--- src/hw/issue_consts.svh ---
`ifndef ISSUE_CONSTS_SVH
`define ISSUE_CONSTS_SVH

// Architectural register count, x0 included
`define ISSUE_NUM_REGS 32

// Width of a data word
`define ISSUE_XLEN 32

// Execution ports behind the issue stage: ALU, memory, branch
`define ISSUE_NUM_PORTS 3

// Derived widths
`define ISSUE_REG_ADDR_W $clog2(`ISSUE_NUM_REGS)

`define ISSUE_UNIT_W 2

`endif

--- src/hw/isa_pkg.sv ---
`include "issue_consts.svh"

package isa_pkg;

  // Register index
  typedef logic [`ISSUE_REG_ADDR_W-1:0] reg_addr_t;

  // Data word
  typedef logic [`ISSUE_XLEN-1:0] word_t;

  // One bit per architectural register
  typedef logic [`ISSUE_NUM_REGS-1:0] reg_mask_t;

  // Execution port selector, also the port index in the issue stage
  typedef enum logic [`ISSUE_UNIT_W-1:0] {
    UNIT_ALU    = 2'd0,
    UNIT_MEM    = 2'd1,
    UNIT_BRANCH = 2'd2
  } exec_unit_e;

endpackage

--- src/hw/issue_pkg.sv ---
package issue_pkg;

  import isa_pkg::*;

  // Decoded instruction entering the issue stage
  typedef struct packed {
    exec_unit_e unit;
    logic [3:0] funct;
    reg_addr_t  rd;
    reg_addr_t  rs1;
    reg_addr_t  rs2;
    logic       uses_rs1;
    logic       uses_rs2;
    logic       writes_rd;
    word_t      imm;
  } issue_data_t;

  // Operation handed to one execution port, operands already read
  typedef struct packed {
    logic [3:0] funct;
    reg_addr_t  rd;
    logic       writes_rd;
    word_t      rs1_val;
    word_t      rs2_val;
    word_t      imm;
  } exec_op_t;

endpackage

--- src/hw/issue_fork.sv ---
`include "issue_consts.svh"

module issue_fork
  import isa_pkg::*;
  import issue_pkg::*;
(
  input  logic                        clk_core,
  input  logic                        rst_core_n,
  input  logic                        stall_i,
  input  logic                        flush_i,
  input  issue_data_t                 data_i,
  input  logic                        valid_i,
  input  reg_mask_t                   src_mask_i,
  input  reg_mask_t                   rd_mask_i,
  input  reg_mask_t                   commit_mask_i,
  output reg_addr_t                   rs1_addr_o,
  output reg_addr_t                   rs2_addr_o,
  input  word_t                       rs1_data_i,
  input  word_t                       rs2_data_i,
  output logic                        hazard_o,
  output exec_op_t                    op_o,
  output logic [`ISSUE_NUM_PORTS-1:0] port_valid_o
);

  reg_mask_t                   pending_q;
  logic                        dispatch;
  logic [`ISSUE_NUM_PORTS-1:0] port_sel;

  // Operands are read straight from the register file
  assign rs1_addr_o = data_i.rs1;
  assign rs2_addr_o = data_i.rs2;

  // RAW and WAW against anything still in flight
  assign hazard_o = |((src_mask_i | rd_mask_i) & pending_q);

  // The top level only lets an edge through when the instruction is clear
  assign dispatch = valid_i && !stall_i;

  always_comb begin
    for (int k = 0; k < `ISSUE_NUM_PORTS; k++) begin
      port_sel[k] = valid_i && (data_i.unit == exec_unit_e'(k));
    end
  end

  // Scoreboard of destinations not yet committed
  always_ff @(posedge clk_core or negedge rst_core_n) begin
    if (!rst_core_n) begin
      pending_q <= '0;
    end else if (flush_i) begin
      pending_q <= '0;
    end else begin
      pending_q <= (pending_q & ~commit_mask_i) | (dispatch ? rd_mask_i : '0);
    end
  end

  always_ff @(posedge clk_core or negedge rst_core_n) begin
    if (!rst_core_n) begin
      port_valid_o <= '0;
    end else if (flush_i) begin
      port_valid_o <= '0;
    end else if (!stall_i) begin
      port_valid_o <= port_sel;
    end
  end

  always_ff @(posedge clk_core) begin
    if (!stall_i) begin
      op_o.funct     <= data_i.funct;
      op_o.rd        <= data_i.rd;
      op_o.writes_rd <= data_i.writes_rd;
      op_o.rs1_val   <= data_i.uses_rs1 ? rs1_data_i : '0;
      op_o.rs2_val   <= data_i.uses_rs2 ? rs2_data_i : '0;
      op_o.imm       <= data_i.imm;
    end
  end

endmodule

--- src/hw/issue_hazard_mask.sv ---
module issue_hazard_mask
  import isa_pkg::*;
  import issue_pkg::*;
(
  input  logic        clk_core,
  input  logic        rst_core_n,
  input  logic        stall_i,
  input  logic        flush_i,
  input  issue_data_t issue_data_i,
  input  logic        valid_i,
  output issue_data_t data_o,
  output logic        valid_o,
  output reg_mask_t   src_mask_o,
  output reg_mask_t   rd_mask_o
);

  reg_mask_t src_mask_d;
  reg_mask_t rd_mask_d;

  // One-hot masks of the registers this instruction touches
  always_comb begin
    src_mask_d = '0;
    rd_mask_d  = '0;
    if (issue_data_i.uses_rs1) begin
      src_mask_d[issue_data_i.rs1] = 1'b1;
    end
    if (issue_data_i.uses_rs2) begin
      src_mask_d[issue_data_i.rs2] = 1'b1;
    end
    // x0 is never tracked as a destination
    if (issue_data_i.writes_rd && issue_data_i.rd != '0) begin
      rd_mask_d[issue_data_i.rd] = 1'b1;
    end
  end

  always_ff @(posedge clk_core or negedge rst_core_n) begin
    if (!rst_core_n) begin
      valid_o <= 1'b0;
    end else if (flush_i) begin
      valid_o <= 1'b0;
    end else if (!stall_i) begin
      valid_o <= valid_i;
    end
  end

  always_ff @(posedge clk_core) begin
    if (!stall_i) begin
      data_o     <= issue_data_i;
      src_mask_o <= src_mask_d;
      rd_mask_o  <= rd_mask_d;
    end
  end

endmodule

--- src/hw/issue_regfile.sv ---
`include "issue_consts.svh"

module issue_regfile
  import isa_pkg::*;
(
  input  logic      clk_core,
  input  logic      rst_core_n,
  input  reg_addr_t rs1_addr_i,
  input  reg_addr_t rs2_addr_i,
  input  logic      wr_en_i,
  input  reg_addr_t wr_addr_i,
  input  word_t     wr_data_i,
  output word_t     rs1_data_o,
  output word_t     rs2_data_o
);

  // x0 has no storage
  word_t regs_q [1:`ISSUE_NUM_REGS-1];

  function automatic word_t read_port(reg_addr_t addr);
    if (addr == '0) begin
      return '0;
    end
    // Same-edge write is visible to the reader
    if (wr_en_i && wr_addr_i == addr) begin
      return wr_data_i;
    end
    return regs_q[addr];
  endfunction

  always_ff @(posedge clk_core or negedge rst_core_n) begin
    if (!rst_core_n) begin
      for (int i = 1; i < `ISSUE_NUM_REGS; i++) begin
        regs_q[i] <= '0;
      end
    end else if (wr_en_i && wr_addr_i != '0) begin
      regs_q[wr_addr_i] <= wr_data_i;
    end
  end

  always_comb begin
    rs1_data_o = read_port(rs1_addr_i);
    rs2_data_o = read_port(rs2_addr_i);
  end

endmodule

--- src/hw/issue_skid_buffer.sv ---
module issue_skid_buffer
  import issue_pkg::*;
(
  input  logic     clk_core,
  input  logic     rst_core_n,
  input  logic     flush_i,
  input  exec_op_t data_i,
  input  logic     valid_i,
  output logic     ready_o,
  output exec_op_t data_o,
  output logic     valid_o,
  input  logic     ready_i
);

  exec_op_t skid_q;
  logic     skid_valid_q;
  logic     in_fire;
  logic     out_free;
  logic     valid_d;
  logic     skid_valid_d;

  assign in_fire  = valid_i && ready_o;
  // Output entry is empty or being drained this cycle
  assign out_free = !valid_o || ready_i;

  always_comb begin
    valid_d      = valid_o;
    skid_valid_d = skid_valid_q;
    if (out_free) begin
      // Skid entry drains first, input is blocked while it is full
      valid_d      = skid_valid_q || in_fire;
      skid_valid_d = 1'b0;
    end else if (in_fire) begin
      skid_valid_d = 1'b1;
    end
  end

  always_ff @(posedge clk_core or negedge rst_core_n) begin
    if (!rst_core_n) begin
      valid_o      <= 1'b0;
      skid_valid_q <= 1'b0;
      ready_o      <= 1'b0;
    end else if (flush_i) begin
      valid_o      <= 1'b0;
      skid_valid_q <= 1'b0;
      ready_o      <= 1'b1;
    end else begin
      valid_o      <= valid_d;
      skid_valid_q <= skid_valid_d;
      ready_o      <= !skid_valid_d;
    end
  end

  always_ff @(posedge clk_core) begin
    if (out_free) begin
      data_o <= skid_valid_q ? skid_q : data_i;
    end else if (in_fire) begin
      skid_q <= data_i;
    end
  end

endmodule

--- src/hw/issue_stage.sv ---
`include "issue_consts.svh"

module issue_stage
  import isa_pkg::*;
  import issue_pkg::*;
(
  input  logic                        clk_core,
  input  logic                        rst_core_n,
  input  logic                        flush_req_i,
  output logic                        flush_ack_o,
  input  issue_data_t                 issue_data_i,
  input  logic                        valid_i,
  output logic                        ready_o,
  input  logic                        wr_en_i,
  input  reg_addr_t                   wr_addr_i,
  input  word_t                       wr_data_i,
  input  reg_mask_t                   commit_mask_i,
  output exec_op_t                    port_op_o [`ISSUE_NUM_PORTS],
  output logic [`ISSUE_NUM_PORTS-1:0] port_valid_o,
  input  logic [`ISSUE_NUM_PORTS-1:0] port_ready_i
);

  reg_addr_t                   rs1_addr;
  reg_addr_t                   rs2_addr;
  word_t                       rs1_data;
  word_t                       rs2_data;
  issue_data_t                 hm_data;
  logic                        hm_valid;
  reg_mask_t                   src_mask;
  reg_mask_t                   rd_mask;
  logic                        hazard;
  exec_op_t                    fork_op;
  logic [`ISSUE_NUM_PORTS-1:0] fork_valid;
  logic [`ISSUE_NUM_PORTS-1:0] buf_valid;
  logic [`ISSUE_NUM_PORTS-1:0] buf_ready;
  logic                        buf_stall;
  logic                        stall;
  logic                        fork_taken_q;

  assign buf_stall = ~&buf_ready;
  assign stall     = (hazard && hm_valid) || buf_stall;
  assign ready_o   = !stall;

  // Fork output already handed over while the pipe is held
  always_ff @(posedge clk_core or negedge rst_core_n) begin
    if (!rst_core_n) begin
      fork_taken_q <= 1'b0;
    end else if (flush_req_i) begin
      fork_taken_q <= 1'b0;
    end else begin
      fork_taken_q <= stall && (fork_taken_q || !buf_stall);
    end
  end

  always_ff @(posedge clk_core or negedge rst_core_n) begin
    if (!rst_core_n) begin
      flush_ack_o <= 1'b0;
    end else begin
      flush_ack_o <= flush_req_i;
    end
  end

  issue_regfile regfile_inst (
    .clk_core   (clk_core),
    .rst_core_n (rst_core_n),
    .rs1_addr_i (rs1_addr),
    .rs2_addr_i (rs2_addr),
    .wr_en_i    (wr_en_i),
    .wr_addr_i  (wr_addr_i),
    .wr_data_i  (wr_data_i),
    .rs1_data_o (rs1_data),
    .rs2_data_o (rs2_data)
  );

  issue_hazard_mask hazard_mask_inst (
    .clk_core     (clk_core),
    .rst_core_n   (rst_core_n),
    .stall_i      (stall),
    .flush_i      (flush_req_i),
    .issue_data_i (issue_data_i),
    .valid_i      (valid_i),
    .data_o       (hm_data),
    .valid_o      (hm_valid),
    .src_mask_o   (src_mask),
    .rd_mask_o    (rd_mask)
  );

  issue_fork fork_inst (
    .clk_core      (clk_core),
    .rst_core_n    (rst_core_n),
    .stall_i       (stall),
    .flush_i       (flush_req_i),
    .data_i        (hm_data),
    .valid_i       (hm_valid),
    .src_mask_i    (src_mask),
    .rd_mask_i     (rd_mask),
    .commit_mask_i (commit_mask_i),
    .rs1_addr_o    (rs1_addr),
    .rs2_addr_o    (rs2_addr),
    .rs1_data_i    (rs1_data),
    .rs2_data_i    (rs2_data),
    .hazard_o      (hazard),
    .op_o          (fork_op),
    .port_valid_o  (fork_valid)
  );

  // One skid buffer per execution port, indexed by exec_unit_e
  for (genvar k = 0; k < `ISSUE_NUM_PORTS; k++) begin : g_port
    // Only push when every buffer can take it
    assign buf_valid[k] = fork_valid[k] && !buf_stall && !fork_taken_q;

    issue_skid_buffer skid_inst (
      .clk_core   (clk_core),
      .rst_core_n (rst_core_n),
      .flush_i    (flush_req_i),
      .data_i     (fork_op),
      .valid_i    (buf_valid[k]),
      .ready_o    (buf_ready[k]),
      .data_o     (port_op_o[k]),
      .valid_o    (port_valid_o[k]),
      .ready_i    (port_ready_i[k])
    );
  end

endmodule

--- config.mk ---
export PLATFORM = sky130hd
export DESIGN_NAME = issue_stage
export DESIGN_NICKNAME = d
export VERILOG_FILES = /design/src/hw/isa_pkg.sv /design/src/hw/issue_pkg.sv /design/src/hw/issue_fork.sv /design/src/hw/issue_hazard_mask.sv /design/src/hw/issue_regfile.sv /design/src/hw/issue_skid_buffer.sv /design/src/hw/issue_stage.sv
export VERILOG_INCLUDE_DIRS = /design/src /design/src/hw
export SDC_FILE = /design/constraint.sdc
export NUM_CORES = 2
export LEC_CHECK = 0
export BUFFER_PORTS_ARGS = -buffer_cell sky130_fd_sc_hd__buf_4
export CORE_ASPECT_RATIO = 0.7
export CORE_MARGIN = 4
export CORE_UTILIZATION = 50
export CTS_CLUSTER_DIAMETER = 150
export CTS_CLUSTER_SIZE = 14
export DETAILED_ROUTE_END_ITERATION = 10
export PLACE_DENSITY = 0.7
export SLEW_MARGIN = 20
export SYNTH_ARGS = -nofsm -noshare
export SYNTH_HDL_FRONTEND = slang
export SYNTH_SLANG_ARGS = --single-unit
export TNS_END_PERCENT = 100
--- constraint.sdc ---
create_clock -name clk_core -period 15 [get_ports clk_core]
set_input_delay 3 -clock clk_core [delete_from_list [all_inputs] [get_ports clk_core]]
set_output_delay 3 -clock clk_core [all_outputs]
set_load 0.05 [all_outputs]
==> summary.txt <==
Logic synthesis
  – Most used DFF post-synth: dfrtp_1
  – Post-Synth Adder-Cell Area: 0%
  – Largest family of logic cells by synthesized area: multiplexers
  – Fraction of registers with async set or reset after synthesis: 54.7%
  – Multiplexer share of the synthesized area: 31.1%
  – Net count of the mapped netlist: 5347
  – Sequential fraction of the synthesis area: 60.0%
  – Synth Cell Area: 86500 µm²
  – Simple-Gate Fraction of Synth Area: 2.78%
  – Mapped Cells: 5214
  – Post-synth cell types: 62
  – Syn Area/Cell: 16.6 µm²
  – Compound-Gate Fraction of Synth Area: 3.35%
  – Yosys Warn Count: 0
  – Post-synth EDFFs: 862
  – Post-synthesis xor/xnor area fraction: 0.101%
  – #FFs+latches synth: 1901

Route
  – Routed wire length: 253000 µm
  – Starting DRT DRC Count: 5851
  – Residual DRC: 0
  – Antenna viol nets, final: 0
  – Vias: 51200
  – DR pass1 iterations: 5
  – Via density per instance: 6.53
  – Routed len/inst: 32.2 µm

Clocking
  – Setup Fix Bufs, Post-CTS: 0
  – Clock sink total: 1901
  – CTS tree: built
  – Number of gates resized after cts: 0
  – Clock transition at path regs: 0.06 ns
  – Root Buffer: clkbuf_16
  – Hold_buf cts: 0
  – Number of H-tree levels: 4
  – Worst-skew pair later-pin latency: 0.80 ns
  – CTS Buffer Depth: 3
  – Num CTS Buffers: 153

Floorplan
  – Boundary Pins: 456
  – Core footprint: 172000 µm²
  – DIE AREA: 180000 µm²
  – Starting Density: 50.4%
  – Die X: 505 µm
  – Cell Rows: 127
  – Die height: 356 µm

GRT
  – Global-route wire length before repair: 367000 µm
  – Vias in the first global route: 51000
  – Overflow after GRT: 0
  – GRT Total Usage: 27.8%
  – Initial antenna violation count: 11
  – Largest net degree at the start of global routing: 180

STA
  – Worst Skew: 0.0315 ns
  – Worst Tran Pin Value: 1.23 ns
  – Hold Vio Cnt, Final: 0
  – FMAX: 0.163 GHz
  – Slew HR: 18.0%
  – Period utilization: 40.8%
  – Final setup vio count: 0
  – Setup TNS: 0 ns
  – Final worst path period need: 6.12 ns
  – Fin. max-slew vios: 0
  – Unrepaired setup endpoints after global routing: false

Power and ir drop
  – PD cells: 133 nW/µm²
  – P_leak: 0.0392 µW
  – Peak supply drop: 0.000113 V

Final layout
  – Most frequent cells in the layout: mux2_2 (1413), dfrtp_1 (1036), edfxtp_1 (862), buf_4 (564), mux4_2 (425)
  – Post-Route Utilization: 56.1%
  – Layout overhead on the synthesized area: 11.2%
  – Design Area, Final: 96200 µm²
  – Most common cell after layout, fill and taps aside: mux2_2
  – Share of layout cells above drive strength 1: 47.5%
  – Layout Nets: 5628

Placement
  – Post-DP HPWL: 149000 µm
  – Placer congestion estimate: 0.848
  – DP Area: 91700 µm²
  – PortBufs: 455

Outcome
  – Status: finished clean

Critical path
  – Startpoint Class: register
  – Critical Path AT: 3.12 ns
  – Crit end category: output pin
  – Worst setup path class: reg -> out
  – CP Max Fanout: 4
  – Worst reg2reg setup slack: 9.95 ns
  – Worst Path Required: 12.00 ns

Min path
  – Worst Hold Class: reg -> reg

Flow run
  – Max cap viols: 0
-- cell families (layout without fill, tap and decap cells) --
group,Yosys count,in the layout
xor+xnor,10,10
other cells,1,6
simple gates,494,494
compound gates,423,423
buf+inv,453,819
mux,1932,1932
flops,1901,1901
-- final timing paths --
kind / start / endpoint / depth (start not counted)
hold / removal: hazard_mask_inst.data_o[28]$_DFFE_PN_ / fork_inst.op_o[28]$_DFFE_PN_ / 0
hold reg to reg: hazard_mask_inst.data_o[28]$_DFFE_PN_ / fork_inst.op_o[28]$_DFFE_PN_ / 0
setup reg to reg: hazard_mask_inst.data_o[40]$_DFFE_PN_ / fork_inst.op_o[72]$_SDFFCE_PP0N_ / 9
setup / recovery: hazard_mask_inst.rd_mask_o[0]$_SDFFCE_PN0N_ / ready_o / 6
max in group asynchronous: rst_core_n / regfile_inst.regs_q[410]$_DFFE_PN0P_ / 5
min in group asynchronous: rst_core_n / regfile_inst.regs_q[680]$_DFFE_PN0P_ / 1
-- power breakdown --
group / switching, µW / internal [µW] / leakage (µW)
logic: 1110 / 1180 / 0.0147
clock network: 1900 / 1920 / 0.00211
registers: 502 / 6140 / 0.0224
-- sequential cells by signal, summed over array words and instances, names as in the netlist --
| signal | cells |
|---|---|
| hazard_mask_inst.src_mask_o | 32 |
| g_port.skid_inst.data_o | 318 |
| hazard_mask_inst.valid_o | 1 |
| fork_inst.pending_q | 32 |
| g_port.skid_inst.skid_valid_q | 3 |
| g_port.skid_inst.valid_o | 3 |
| g_port.skid_inst.skid_q | 318 |
| fork_inst.port_valid_o | 3 |
| hazard_mask_inst.data_o | 56 |
| flush_ack_o | 1 |
| regfile_inst.regs_q | 992 |
| fork_taken_q | 1 |
| g_port.skid_inst.ready_o | 3 |
| fork_inst.op_o | 106 |
| hazard_mask_inst.rd_mask_o | 32 |
-- layer usage --
layer  part of all wire, %  vias up  GRT usage, %  wire length (µm)
li1                      -    20800             -                 -
met1                    41    27500          39.5            104000
met2                    46     2498          42.6            117000
met3                   9.3      438          6.92             23400
met4                   3.0        2          8.31              7670
met5                0.0028        -             0                 7
-- worst max-delay path: stages, from the launching register on --
cell and delay, ns:
edfxtp_1 0.38, o21ai_0 0.22, nand4_1 0.20, or4_1 0.68, or2_2 0.38, a21oi_4 0.24, buf_4 0.24
-- synthesized netlist by cell type (all sizes together), types with 8 or more instances --
cell type | instances | share of area (%)
nor2b | 95 | 0.69
nor2 | 134 | 0.58
o22ai | 80 | 0.58
nand3 | 17 | 0.098
xor2 | 8 | 0.081
dfrtp | 1039 | 30
nand2 | 142 | 0.62
nand2b | 14 | 0.10
nand3b | 17 | 0.15
mux2 | 1421 | 19
clkbuf | 207 | 0.92
nor3 | 30 | 0.19
o221ai | 17 | 0.17
nand4 | 9 | 0.065
o41ai | 38 | 0.38
edfxtp | 862 | 30
a31oi | 14 | 0.10
mux2i | 56 | 0.65
a21oi | 84 | 0.49
o21ai | 50 | 0.29
a22o | 22 | 0.22
mux4 | 455 | 12
a2111oi | 9 | 0.091
a211oi | 50 | 0.44
buf | 239 | 1.7
a221oi | 41 | 0.42
-- area by class of cell --
type                            instances  area, µm²
Multi-Input combinational cell       2860      32600
Clock inverter                         15        294
Tap cell                             2257       2820
Sequential cell                      1901      51900
Clock buffer                          225       4120
Fill cell                           13300      75400
Timing Repair Buffer                  574       4430
Inverter                                5       18.8
Antenna cell                            5       12.5
-- through the flow --
step | hold WS, ns | power (µW) | cells | setup WS, ns
after floorplan | 0.400 | 8250 | 5214 | 0.277
after global placement | 0.401 | 8930 | 7596 | 8.70
after detailed placement | 0.405 | 9010 | 7596 | 8.64
after CTS | 0.408 | 12800 | 7836 | 8.84
after global routing | 0.418 | 13200 | 7840 | 8.67
final | 0.415 | 12800 | 7842 | 8.88
(Power assumes the default switching activity.)
